File: src/hdl/rf_settings.svh
// register file geometry
`ifndef RF_SETTINGS_SVH
`define RF_SETTINGS_SVH

//////////////////////////////////////////////////
// array shape
//////////////////////////////////////////////////

// number of entries and address width to reach them
`define RF_ENTRIES 16
`define RF_ADDR_W 4

// full entry width
`define RF_DATA_W 160

//////////////////////////////////////////////////
// write mask structure
//////////////////////////////////////////////////

// one byte enable per lane, lanes are 8 bits wide
`define RF_LANE_W 8
`define RF_LANES 20

// bit k of a lane follows word enable k mod 4
`define RF_WORDS 4

`endif

File: src/hdl/rf_pkg.sv
// register file request types
`include "rf_settings.svh"

package rf_pkg;

	//////////////////////////////////////////////////
	// write request
	//////////////////////////////////////////////////

	// the enable sits in the top bit
	// the staging register relies on that to clear it under reset
	typedef struct packed {
		logic wr_en;
		logic [`RF_WORDS-1:0] word_wen;
		logic [`RF_LANES-1:0] byte_wen;
		logic [`RF_ADDR_W-1:0] addr;
		logic [`RF_DATA_W-1:0] data;
	} rf_wr_req_t;

	//////////////////////////////////////////////////
	// read request
	//////////////////////////////////////////////////

	// same layout rule, enable first
	typedef struct packed {
		logic read_en;
		logic [`RF_ADDR_W-1:0] addr;
	} rf_rd_req_t;

	//////////////////////////////////////////////////
	// lane payload
	//////////////////////////////////////////////////

	// one byte lane of an entry
	typedef logic [`RF_LANE_W-1:0] rf_lane_data_t;

endpackage

File: src/hdl/rf_byte_lane.sv
// one byte lane of the register file
`include "rf_settings.svh"

module rf_byte_lane (
	input logic clk,
	input logic reset_l,

	// write side, staged one cycle upstream
	input logic wr_en,
	input logic byte_wen,
	input logic [`RF_WORDS-1:0] word_wen,
	input logic [`RF_ADDR_W-1:0] wr_addr,
	input rf_pkg::rf_lane_data_t wr_data,

	// read side, staged as well
	input logic [`RF_ADDR_W-1:0] rd_addr,
	input logic read_en,
	output rf_pkg::rf_lane_data_t rd_data
);

	//////////////////////////////////////////////////
	// storage
	//////////////////////////////////////////////////

	// no reset on the array, contents are undefined until written
	rf_pkg::rf_lane_data_t mem [`RF_ENTRIES];

	// per-bit write mask for this lane
	rf_pkg::rf_lane_data_t bit_mask;

	// lane takes part in the write at all
	logic lane_we;

	//////////////////////////////////////////////////
	// write mask
	//////////////////////////////////////////////////

	// bits 0 and 4 share word enable 0, bits 1 and 5 word enable 1, and so on
	always_comb
	begin
		for (int k = 0; k < `RF_LANE_W; k++)
		begin
			bit_mask[k] = word_wen[k % `RF_WORDS];
		end
	end

	assign lane_we = wr_en & byte_wen;

	//////////////////////////////////////////////////
	// write port
	//////////////////////////////////////////////////

	// masked bits keep the old entry value
	always_ff @(posedge clk)
	begin
		if (lane_we)
		begin
			mem[wr_addr] <= (mem[wr_addr] & ~bit_mask) | (wr_data & bit_mask);
		end
	end

	//////////////////////////////////////////////////
	// read port
	//////////////////////////////////////////////////

	// loads from the array before the same-edge write lands,
	// so a colliding read returns the old contents
	always_ff @(posedge clk)
	begin
		if (reset_l)
		begin
			rd_data <= '0;
		end
		else if (read_en)
		begin
			rd_data <= mem[rd_addr];
		end
	end

	//////////////////////////////////////////////////
	// checks
	//////////////////////////////////////////////////

	// addresses come from the staging registers in the top level
	a_wr_addr_known: assert property (
		@(posedge clk) disable iff (reset_l)
		wr_en |-> !$isunknown(wr_addr)
	) else $error("write address unknown with write enabled");

	a_rd_addr_known: assert property (
		@(posedge clk) disable iff (reset_l)
		read_en |-> !$isunknown(rd_addr)
	) else $error("read address unknown with read enabled");

endmodule

File: config.mk
export PLATFORM = sky130hd
export DESIGN_NAME = rf_byte_lane
export DESIGN_NICKNAME = d
export VERILOG_FILES = /design/src/hdl/rf_pkg.sv /design/src/hdl/rf_byte_lane.sv
export VERILOG_INCLUDE_DIRS = /design/src /design/src/hdl
export SDC_FILE = /design/constraint.sdc
export NUM_CORES = 1
export LEC_CHECK = 0
export BUFFER_PORTS_ARGS = -buffer_cell sky130_fd_sc_hd__buf_4
export CORE_MARGIN = 10
export CORE_UTILIZATION = 46
export CTS_CLUSTER_DIAMETER = 50
export DETAILED_ROUTE_END_ITERATION = 10
export GPL_TIMING_DRIVEN = 0
export PLACE_DENSITY_LB_ADDON = 0.2
export SLEW_MARGIN = 10
export SYNTH_ARGS = -nofsm -noshare
export SYNTH_HDL_FRONTEND = slang
export SYNTH_SLANG_ARGS = --single-unit
File: constraint.sdc
create_clock -name clk -period 4.15 [get_ports clk]
set_input_delay 0.83 -clock clk [delete_from_list [all_inputs] [get_ports clk]]
set_output_delay 0.83 -clock clk [all_outputs]
set_load 0.05 [all_outputs]
Word-level counts from Yosys, hierarchy flattened
Memory sizes are Yosys's and may differ from the RTL's. A register that Yosys moved wholly into a read port is not among the register bits.
Index checks and enable logic that the tools add are counted.
- register bits after elaboration: 0
- RAM bits: 128
- bits of input ports: 25
- memories: 1
- mux-type cells: 2
- bitwise logic cells: 5
- memories (name ; words ; bits a word ; rd ports ; clocked after memory_dff ; write ports ; RTL line ; text):
    mem ; 16 ; 8 ; 2 ; 1 ; 1 ; rf_byte_lane.sv:26 ; rf_pkg::rf_lane_data_t mem [`RF_ENTRIES];
- operators by type and width (kind ; count):
    $and 8x8->8 ; 2
    $not 8->8 ; 1
    $or 8x8->8 ; 1
    $mux 1 ; 2
    $and 1x1->1 ; 1

Depth between registers and ports, before layout
Gate-level depths: netlist of run 1.
- depth in word-level cells: 3
- mapped depth: 6

Least setup slack after synthesis of run 1
Ideal clock, no wire load.
- path type: input to register
- from: in wr_addr[0]
- to: mem mem[0][0] (netlist bit), data pin
- library setup time: 291 ps
- arrival: 2198 ps
- required time: 3859 ps
- slack: 1661 ps
- stages: 6
- path buffers: 2
- path through: buf_6 -> buf_12 -> or3_4 -> o22ai_1 -> a211oi_1 -> a21oi_1
- word-level cells in the longest chain between the ends: 3
- RTL lines (what ; RTL line ; text):
    start: declaration ; rf_byte_lane.sv:12 ; input logic [`RF_ADDR_W-1:0] wr_addr,
    $mem_v2 16x8 ; - ;
    $and 8x8->8 ; rf_byte_lane.sv:58 ; mem[wr_addr] <= (mem[wr_addr] & ~bit_mask) | (wr_data & bit_mask);
    $or 8x8->8 ; rf_byte_lane.sv:58 ;
    end: declaration ; rf_byte_lane.sv:26 ;
Every way passes these cells.

Worst setup path after layout of run 1
- from: in wr_addr[2]
- to: mem mem[10][3] (netlist bit), data pin
Same word-level chain as after synthesis.

==> results.md, run 1 <==
Setup path:
- The largest driver fanout on the critical path is 16.
- The type of element launching the critical path is a primary input.
- The start-to-end type of the worst setup path is primary input to register.
- The critical path arrival is between 2000 and 3000 ps.
- The worst setup path is captured at a register.
- The required time of the critical path is ~4200 ps.

Floorplan:
- Once the floorplan was initialized, standard cells occupied 46.9% of the core.
- Measured along the y axis, the die boundary spans between 100 and 150 um.
- The total die area is ~19000 um^2.
- Row generation in the floorplan step produced 43 rows.
- Pin placement for this block handled 33 I/O pins.
- The x dimension of the die is about 140 um.
- The placeable core region is 13800 um^2.

Timing:
- The number of endpoints with negative hold slack in the final report came to 0.
- The largest clock skew in the final design is just over 8 ps.
- The post-route minimum period is around 2800 ps.
- The setup TNS after final layout is 0 ps.
- The final max-slew violation count came to 0.
- For the pin with the worst max-slew slack, the measured transition is around 1300 ps.
- For this run, the top clock speed supported by timing is around 350 MHz.
- Dividing the final minimum period by the clock period gives around two thirds.
- Setup violations remaining at the end of the flow were counted as 0.
- The worst pin sits at a relative slew slack of ~16%.
- Setup repair after global routing left no endpoint under its margin.

Global route:
- The number of antenna violations at the first check in global routing is 0.
- The sum of overflow across all layers after global routing is 0.
- For this run, the total global-route usage over all layers was measured as 18.7%.
- The first-pass GRT wire length is ~27000 um.
- The number of global-route vias before repair is roughly 4400.
- The maximum number of pins on one net before global-route repair is 17.

Clock tree:
- The CTS tree is yes.
- The clock tree buffer depth is 2.
- The clock input transition at the sequential cells of the worst setup and hold paths is ~60 ps.
- The count of cells resized by post-cts repair is 0.
- Once the clock tree was built, the setup fixing pass inserted 0 buffers.
- The number of sinks on the clock net is roughly 140.
- The number of hold buffers added after CTS is 0.
- Buffers inserted during clock tree synthesis total 17.
- In this run the clock root is driven by a sky130_fd_sc_hd__clkbuf_16.
- The clock tree synthesis step divided the H-tree into 4 levels.
- The later pin in the worst-skew pair is clocked with a latency of roughly 430 ps.

Power:
- The areal power density over the cells is around 470 nW/um^2.
- Summed over all cells, the static leakage comes to 0.00278 uW.
- After layout, the design draws a total of 3600 uW.
- VDD sags by at most 290 uV.

Place:
- The placer's final routability congestion estimate is about 0.92.
- The post-detailed-placement half-perimeter wirelength is about 13000 um.
- The total placed cells including tap cells is between 600 and 700.
- The count of input and output buffers is 29.
- The area after detailed placement is a little under 7000 um^2.

Synth:
- The post-synthesis cell type with the largest combined area is sky130_fd_sc_hd__edfxtp_1.
- The number of distinct standard cells referenced by the synthesized netlist is 34.
- Synthesis produced a netlist with a net count of about 470.
- Summed over its instances, the top area cell type makes up 59.3% of the synthesized netlist area.
- The number of warnings reported in the yosys synthesis log is 0.
- Of the synthesized area, sequential elements account for about three fifths.
- Counting flops with a built-in enable in the synthesized netlist gives between 100 and 150.
- Among all flip-flop cells after synthesis, the most frequent one is sky130_fd_sc_hd__edfxtp_1.
- The synthesized netlist cell count is between 400 and 500.
- Dividing the synthesized area by the synthesized cell count gives approximately 14 um^2.
- The share of flip-flops with an asynchronous set or reset after synthesis is 0%.
- The cell area that synthesis handed to floorplanning was ~6500 um^2.
- After synthesis the netlist holds a flip-flop and latch count of approximately 140.
- By area the synthesized netlist is led by sky130_fd_sc_hd__edfxtp_1 59%, sky130_fd_sc_hd__mux2i_1 15%, sky130_fd_sc_hd__a22oi_1 3.7%.

Outcome:
- The run finished with clean final reports.

Routing:
- After detailed routing, the average wire length per cell comes to around 27 um.
- The number of optimization iterations in the first detailed-route pass is 7.
- The routed design has about 18000 um of wire.
- The post-route antenna net violation count is 0.
- After detailed routing, the number of remaining DRC violations is 0.
- The DRC violation total after the first TritonRoute iteration is between 400 and 500.
- The routed via count divided by cell count is approximately 6.
- The routed layout has 4250 vias.

Job:
- The tool flagged a number of max-cap violations equal to 0.

Final layout:
- In the layout the commonest cells are 128 x sky130_fd_sc_hd__edfxtp_1, 99 x sky130_fd_sc_hd__mux2i_1, 36 x sky130_fd_sc_hd__buf_4, 32 x sky130_fd_sc_hd__a22oi_1, 25 x sky130_fd_sc_hd__nand3_1.
- In the final design database the tool counted 520 nets.
- The count of cells in the finished layout, fillers not included, comes to slightly below 700.
- Compared with the post-synthesis result, the final layout area differs by 17.7%.
- Cells with a size suffix above 1 make up 20.1% of the layout.
- The post-route cell area is around 7600 um^2.
- The total inserted antenna cells is 0.
- Leaving out fill and tap cells, the most frequent cell in the layout is sky130_fd_sc_hd__edfxtp_1.

Worst hold path:
- In this run the worst hold path is classified as register to register.
-- final cells by class --
class	count	area [um^2]
fillers	1114	6200
flip-flops and latches	136	4000
multi-input cells	282	2320
clock buffers	20	467
well taps	180	225
clock inverters	12	219
repair buffers	29	218
plain buffers	29	175
-- metrics by stage --
| stage | setup slack (ps) | hold WS, ps | util (%) |
|---|---|---|---|
| 2_1_floorplan | 1660 | 578 | - |
| 3_3_place_gp | 760 | 446 | 50.1 |
| 3_5_place_dp | 817 | 448 | 50.1 |
| 4_1_cts | 1270 | 462 | 55.1 |
| 5_1_grt | 1170 | 494 | 55.2 |
| 6_report | 1330 | 456 | 55.2 |
-- logic make-up after synthesis --
kind of cell / Yosys count / share of synthesized area, %
buffers and inverters: 29 / 2.70
DFF: 136 / 61.8
muxes: 115 / 20.6
AOI/OAI and AO/OA: 75 / 7.65
and+or+nand+nor: 92 / 7.24
-- flip-flops by register name, indices dropped and copies added (netlist names) --
name     cells
rd_data      8
mem        128
-- cells in the mapped netlist, drive strengths merged, types with 3 or more instances --
cell,number
nand3,25
a21oi,16
mux2i,99
nor2,19
or2,5
clkbuf,6
nand2,17
buf,23
o22ai,13
a211oi,5
o211ai,3
mux4,13
nor2b,11
edfxtp,128
a31oi,3
mux2,3
a22oi,32
nand2b,4
o21ai,3
dfxtp,8
-- worst paths after layout --
kind	endpoint	start	cells past startpoint	slack, ps
worst min-delay path	rd_data[4]$_SDFFE_PP0P_	rd_data[4]$_SDFFE_PP0P_	2	460
worst max-delay path	mem[10][3]$_DFFE_PP_	wr_addr[2]	6	1330
worst max register to register	mem[10][3]$_DFFE_PP_	mem[15][3]$_DFFE_PP_	3	2040
worst min register to register	rd_data[4]$_SDFFE_PP0P_	rd_data[4]$_SDFFE_PP0P_	2	460
-- per-layer routing --
metal | global-route usage [%] | wire (um)
met5 | 0 | 0
met4 | 8.13 | 624
met3 | 4.76 | 1280
met2 | 31.6 | 8980
met1 | 22.0 | 7470
-- where the power goes --
group	switching, uW	internal [uW]	leakage (uW)
Combinational	197	107	0.00123
Sequential	9.01	1540	0.00121
Clock	573	1170	0.000332
-- critical path, cell delays in order --
cell	delay, ps
sky130_fd_sc_hd__buf_4	110
sky130_fd_sc_hd__buf_2	220
sky130_fd_sc_hd__and2_1	150
sky130_fd_sc_hd__buf_1	360
sky130_fd_sc_hd__a22oi_1	210
sky130_fd_sc_hd__a21oi_1	990
No activity file was read; power rests on OpenSTA's default activity.
==> run 2, diff against run 1 <==
--- a/config.mk
+++ b/config.mk
@@ -6,6 +6,7 @@
 export SDC_FILE = /design/constraint.sdc
 export NUM_CORES = 1
 export LEC_CHECK = 0
+export ABC_AREA = 1
 export BUFFER_PORTS_ARGS = -buffer_cell sky130_fd_sc_hd__buf_4
 export CORE_MARGIN = 10
 export CORE_UTILIZATION = 46
==> constraint.sdc (replaced) <==
create_clock -name clk -period 2.6 [get_ports clk]
set_input_delay 0.52 -clock clk [delete_from_list [all_inputs] [get_ports clk]]
set_output_delay 0.52 -clock clk [all_outputs]
set_load 0.05 [all_outputs]
==> results.md, run 2 <==
Final layout:
- The area growth from synthesis to final layout is 14.7%.
- The proportion of layout cells with a drive suffix above 1 is 12.4% (-7.7 points).
- The net count of the finished layout is 865 (+66%).
- The total inserted antenna cells was 0 (unchanged).
- The utilization of the core after routing was 53.8% (-1.4 points).
- In the final layout, the registers with the most flip-flops are mem (128), rd_data (8).
- The library cells used most frequently in the layout, excluding fill and tap cells, are 366 x sky130_fd_sc_hd__nand2_1, 128 x sky130_fd_sc_hd__nand3_1, 128 x sky130_fd_sc_hd__edfxtp_1, 51 x sky130_fd_sc_hd__nor2_1, 33 x sky130_fd_sc_hd__buf_4.
- More flip-flops sit in one register than any other, and that register is mem.
- The number of fillers in the final layout was 1328 (+19%).
- The flip-flop count of the largest register after layout is 128 (unchanged).
- The commonest non-fill, non-tap cell in the layout is sky130_fd_sc_hd__nand2_1.

Routing:
- The average routed wire per standard cell was 21.1 um (-21%).
- The number of optimization iterations in the first detailed-route pass is 5 (-2).
- The sum of routed wire length over all layers was 21900 um (+19%).
- The DRC violation total after the first TritonRoute iteration is 964 (+120%).
- The routed via count divided by cell count is 5.69 (-7.9%).
- The DRC violations left was 0 (unchanged).
- The post-route antenna net violation count is 0 (unchanged).
- The via total after detailed routing is 5898 (+39%).

Global route:
- The first-pass GRT wire length came to 32600 um (+23%).
- The sum of overflow across all layers after global routing came to 0 (unchanged).
- The number of global-route vias before repair is 5276 (+21%).
- The combined global-route utilization of all metal layers is 21.9% (+3.2 points).
- The number of antenna violations at the first check in global routing is 0 (unchanged).
- The maximum number of pins on one net before global-route repair is 17 (unchanged).

Setup path:
- The cell type of the slowest stage on the worst timing path is sky130_fd_sc_hd__nor2_1.
- Traced cell by cell, the critical path runs through buf_4 > buf_4 > nor2_2 > nand2_1 > nand4_1 > nand2_1 > nand2_1 > nor2_1 > nor2_1.
- The start-to-end type of the worst setup path is primary input to register.
- The required time of the critical path is 2660 ps (-1550 ps).
- The buffering stage count on the worst path with inverters included is 2 (-1).
- The critical path arrival is 2530 ps (-350 ps).
- The largest driver fanout on the critical path is 16 (unchanged).
- The critical path's most frequent cell is sky130_fd_sc_hd__nand2_1.
- The delay contributed by the slowest stage of the critical path is 880 ps (-110 ps).
- Broken down by cell family, the worst path's largest delay share belongs to simple AND/OR/NAND/NOR gates.
- STA classifies the critical path endpoint as a register.
- STA classifies the critical path startpoint as a primary input.

Floorplan:
- The y dimension of the die is 141 um (+2.0%).
- The total die area was 20000 um^2 (+4.1%).
- The number of primary I/O pins came to 33 (unchanged).
- The initial cell density of the core came to 46.9% (about the same).
- The x dimension of the die is 141 um (+2.0%).
- The placeable core region is 14500 um^2 (+4.7%).
- The number of cell rows was 44 (+2.3%).

Timing:
- The transition time at the pin with the least slew margin came to 1180 ps (-89.2 ps).
- The normalized max-slew margin is 21.4% (+5.8 points).
- Derived from the worst setup path, the maximum achievable clock frequency is 404 MHz.
- The post-route minimum period is 2470 ps.
- The largest clock skew in the final design is 7.83 ps (-0.263 ps).
- The worst-case setup margin in the final layout is 127 ps (-1200 ps).
- The number of endpoints with negative hold slack in the final report came to 0 (unchanged).
- Of the available clock period, the critical path in the final layout requires 95.1%.
- The count of endpoints failing setup in the final report is 0 (unchanged).
- The final max-slew violation count is 0 (unchanged).
- Setup repair after global routing left no endpoint under its margin.
- The setup TNS after final layout is 0 ps (unchanged).

Synth:
- The proportion of netlist area held by the largest area contributor is 56.6% (-2.7 points).
- Sorting the synthesized cells by area gives the leading types as sky130_fd_sc_hd__edfxtp_1 57%, sky130_fd_sc_hd__nand2_1 20%, sky130_fd_sc_hd__nand3_1 9.4%.
- The synthesized netlist cell count is 791 (+77%).
- The total standard cell area after synthesis was 6790 um^2 (+4.8%).
- The per-instance average area after synthesis was 8.58 um^2 (-41%).
- The net count after synthesis was 816 (+73%).
- Of all cell types, the one taking the most synthesized area is sky130_fd_sc_hd__edfxtp_1.
- The share of flip-flops with an asynchronous set or reset after synthesis is 0% (unchanged).
- The register bit total from synthesis is 136 (unchanged).
- The number of warnings reported in the yosys synthesis log is 0 (unchanged).
- The most instantiated flip-flop cell in the synthesis netlist is sky130_fd_sc_hd__edfxtp_1.
- The most frequently used cell type in the post-synthesis netlist is sky130_fd_sc_hd__nand2_1.
- The number of distinct standard cells referenced by the synthesized netlist was 22 (-35%).
- The number of enable flip-flop cells after synthesis came to 128 (unchanged).
- The share of synthesized area occupied by flip-flops and latches is 59.0% (-2.8 points).
- Counting instances in the post-synthesis netlist gives the leading cell types as 366 x sky130_fd_sc_hd__nand2_1, 128 x sky130_fd_sc_hd__edfxtp_1, 128 x sky130_fd_sc_hd__nand3_1.

Place:
- The post-detailed-placement half-perimeter wirelength came to 16300 um (+23%).
- The placer's final routability congestion estimate is 0.964 (+5.2%).
- The post-place setup slack is -343 ps (-1160 ps).
- The count of input and output buffers is 27 (-6.9%).

Outcome:
- The flow ran to the end, and the final reports show no timing, DRC or antenna violations.

Clock tree:
- The number of sinks on the clock net is 136 (unchanged).
- The clock tree buffer depth is 2 (unchanged).
- The clock latency on the worst-skew pair was 430 ps (about the same).
- TritonCTS built the clock tree.
- The clock root buffer master is sky130_fd_sc_hd__clkbuf_16.
- The total clock buffers created by CTS is 17 (unchanged).
- The number of hold buffers added after CTS is 0 (unchanged).
- The total setup buffers inserted after CTS was 0 (unchanged).
- The H-tree depth came to 4 (unchanged).
- The clock input transition at the sequential cells of the worst setup and hold paths is 60 ps (about the same).

Power:
- The maximum vdd drop was 458 uV (+58%).
- The leakage power figure is 0.00322 uW (+16%).
- The areal power density over the cells is 670 nW/um^2 (+42%).

Job:
- The number of max-cap violations was 0 (unchanged).

Worst hold path:
- The class of the most critical hold timing path is primary input to register.
## run 2: changes by cell type in the layout (fill, tap and decap cells not counted), sizes merged, moves of 13 or more
cell | previous run | this run
nand3 | 25 | 128
o22ai | 13 | 0
a22oi | 32 | 0
nand2 | 17 | 377
mux2i | 99 | 0
nor2 | 19 | 60
inv | 1 | 26
mux4 | 13 | 0
## run 2: timing repair
action | 4_1_cts | 5_1_grt
resized for setup | 0 | 1
endpoints found under the setup margin | 0 | 16
hold endpoints to repair | 0 | 0
## run 2: stage by stage
stage | cells | hold slack, ps | total power (uW) | area (um^2)
2_1_floorplan | 791 | 721 | 2860 | 6790
3_3_place_gp | 1002 | 545 | 3100 | 7220
3_5_place_dp | 1005 | 549 | 3110 | 7280
4_1_cts | 1037 | 510 | 5200 | 7790
5_1_grt | 1037 | 547 | 5380 | 7790
6_report | 1037 | 513 | 5220 | 7790
## run 2: cell type report
cell class / instances / area (um^2) / area share, %
plain buffers: 40 / 231 / 2.97
clock inverters: 5 / 26.3 / 0.337
multi-input cells: 589 / 2470 / 31.7
clock buffers: 27 / 483 / 6.20
well taps: 184 / 230 / 2.96
repair buffers: 30 / 244 / 3.13
inverters: 26 / 100 / 1.28
flip-flops and latches: 136 / 4000 / 51.4
## run 2: worst min-delay path, cell delays in order
cell and delay, ps:
sky130_fd_sc_hd__buf_1 160, sky130_fd_sc_hd__nor2_1 130, sky130_fd_sc_hd__nand2_1 50, sky130_fd_sc_hd__inv_1 40
## run 2: path summary, 6_finish.rpt
| path | slack [ps] | depth (start not counted) | to | start |
|---|---|---|---|---|
| worst max register to register | 460 | 8 | mem[11][7]$_DFFE_PP_ | mem[8][7]$_DFFE_PP_ |
| worst min-delay path | 510 | 4 | rd_data[7]$_SDFFE_PP0P_ | reset_l |
| worst max-delay path | 130 | 9 | mem[11][7]$_DFFE_PP_ | wr_addr[1] |
| worst min register to register | 550 | 4 | rd_data[3]$_SDFFE_PP0P_ | rd_data[3]$_SDFFE_PP0P_ |
## run 2: layer usage
layer / vias to the layer above / part of all wire, % / track usage (%)
met5: - / 0 / 0
met4: 0 / 2.4 / 7.69
li1: 2715 / - / -
met2: 358 / 43 / 30.9
met1: 2789 / 45 / 31.7
met3: 36 / 10 / 5.44
## run 2: report_power, final
| part | switching [uW] | leakage, uW | internal (uW) |
|---|---|---|---|
| Clock | 876 | 0.000253 | 1260 |
| Sequential | 12.9 | 0.00122 | 2460 |
| Combinational | 441 | 0.00175 | 169 |
| Total | 1330 | 0.00322 | 3890 |
## run 2: logic make-up (layout without fill, tap and decap cells)
group                  after synthesis  count (layout)  synth area share (%)
flip-flops                         136             136                  59.0
AO/OA/AOI/OAI                       16              16                  1.18
buffers and inverters               66             128                  4.88
AND/OR/NAND/NOR                    573             573                  35.0
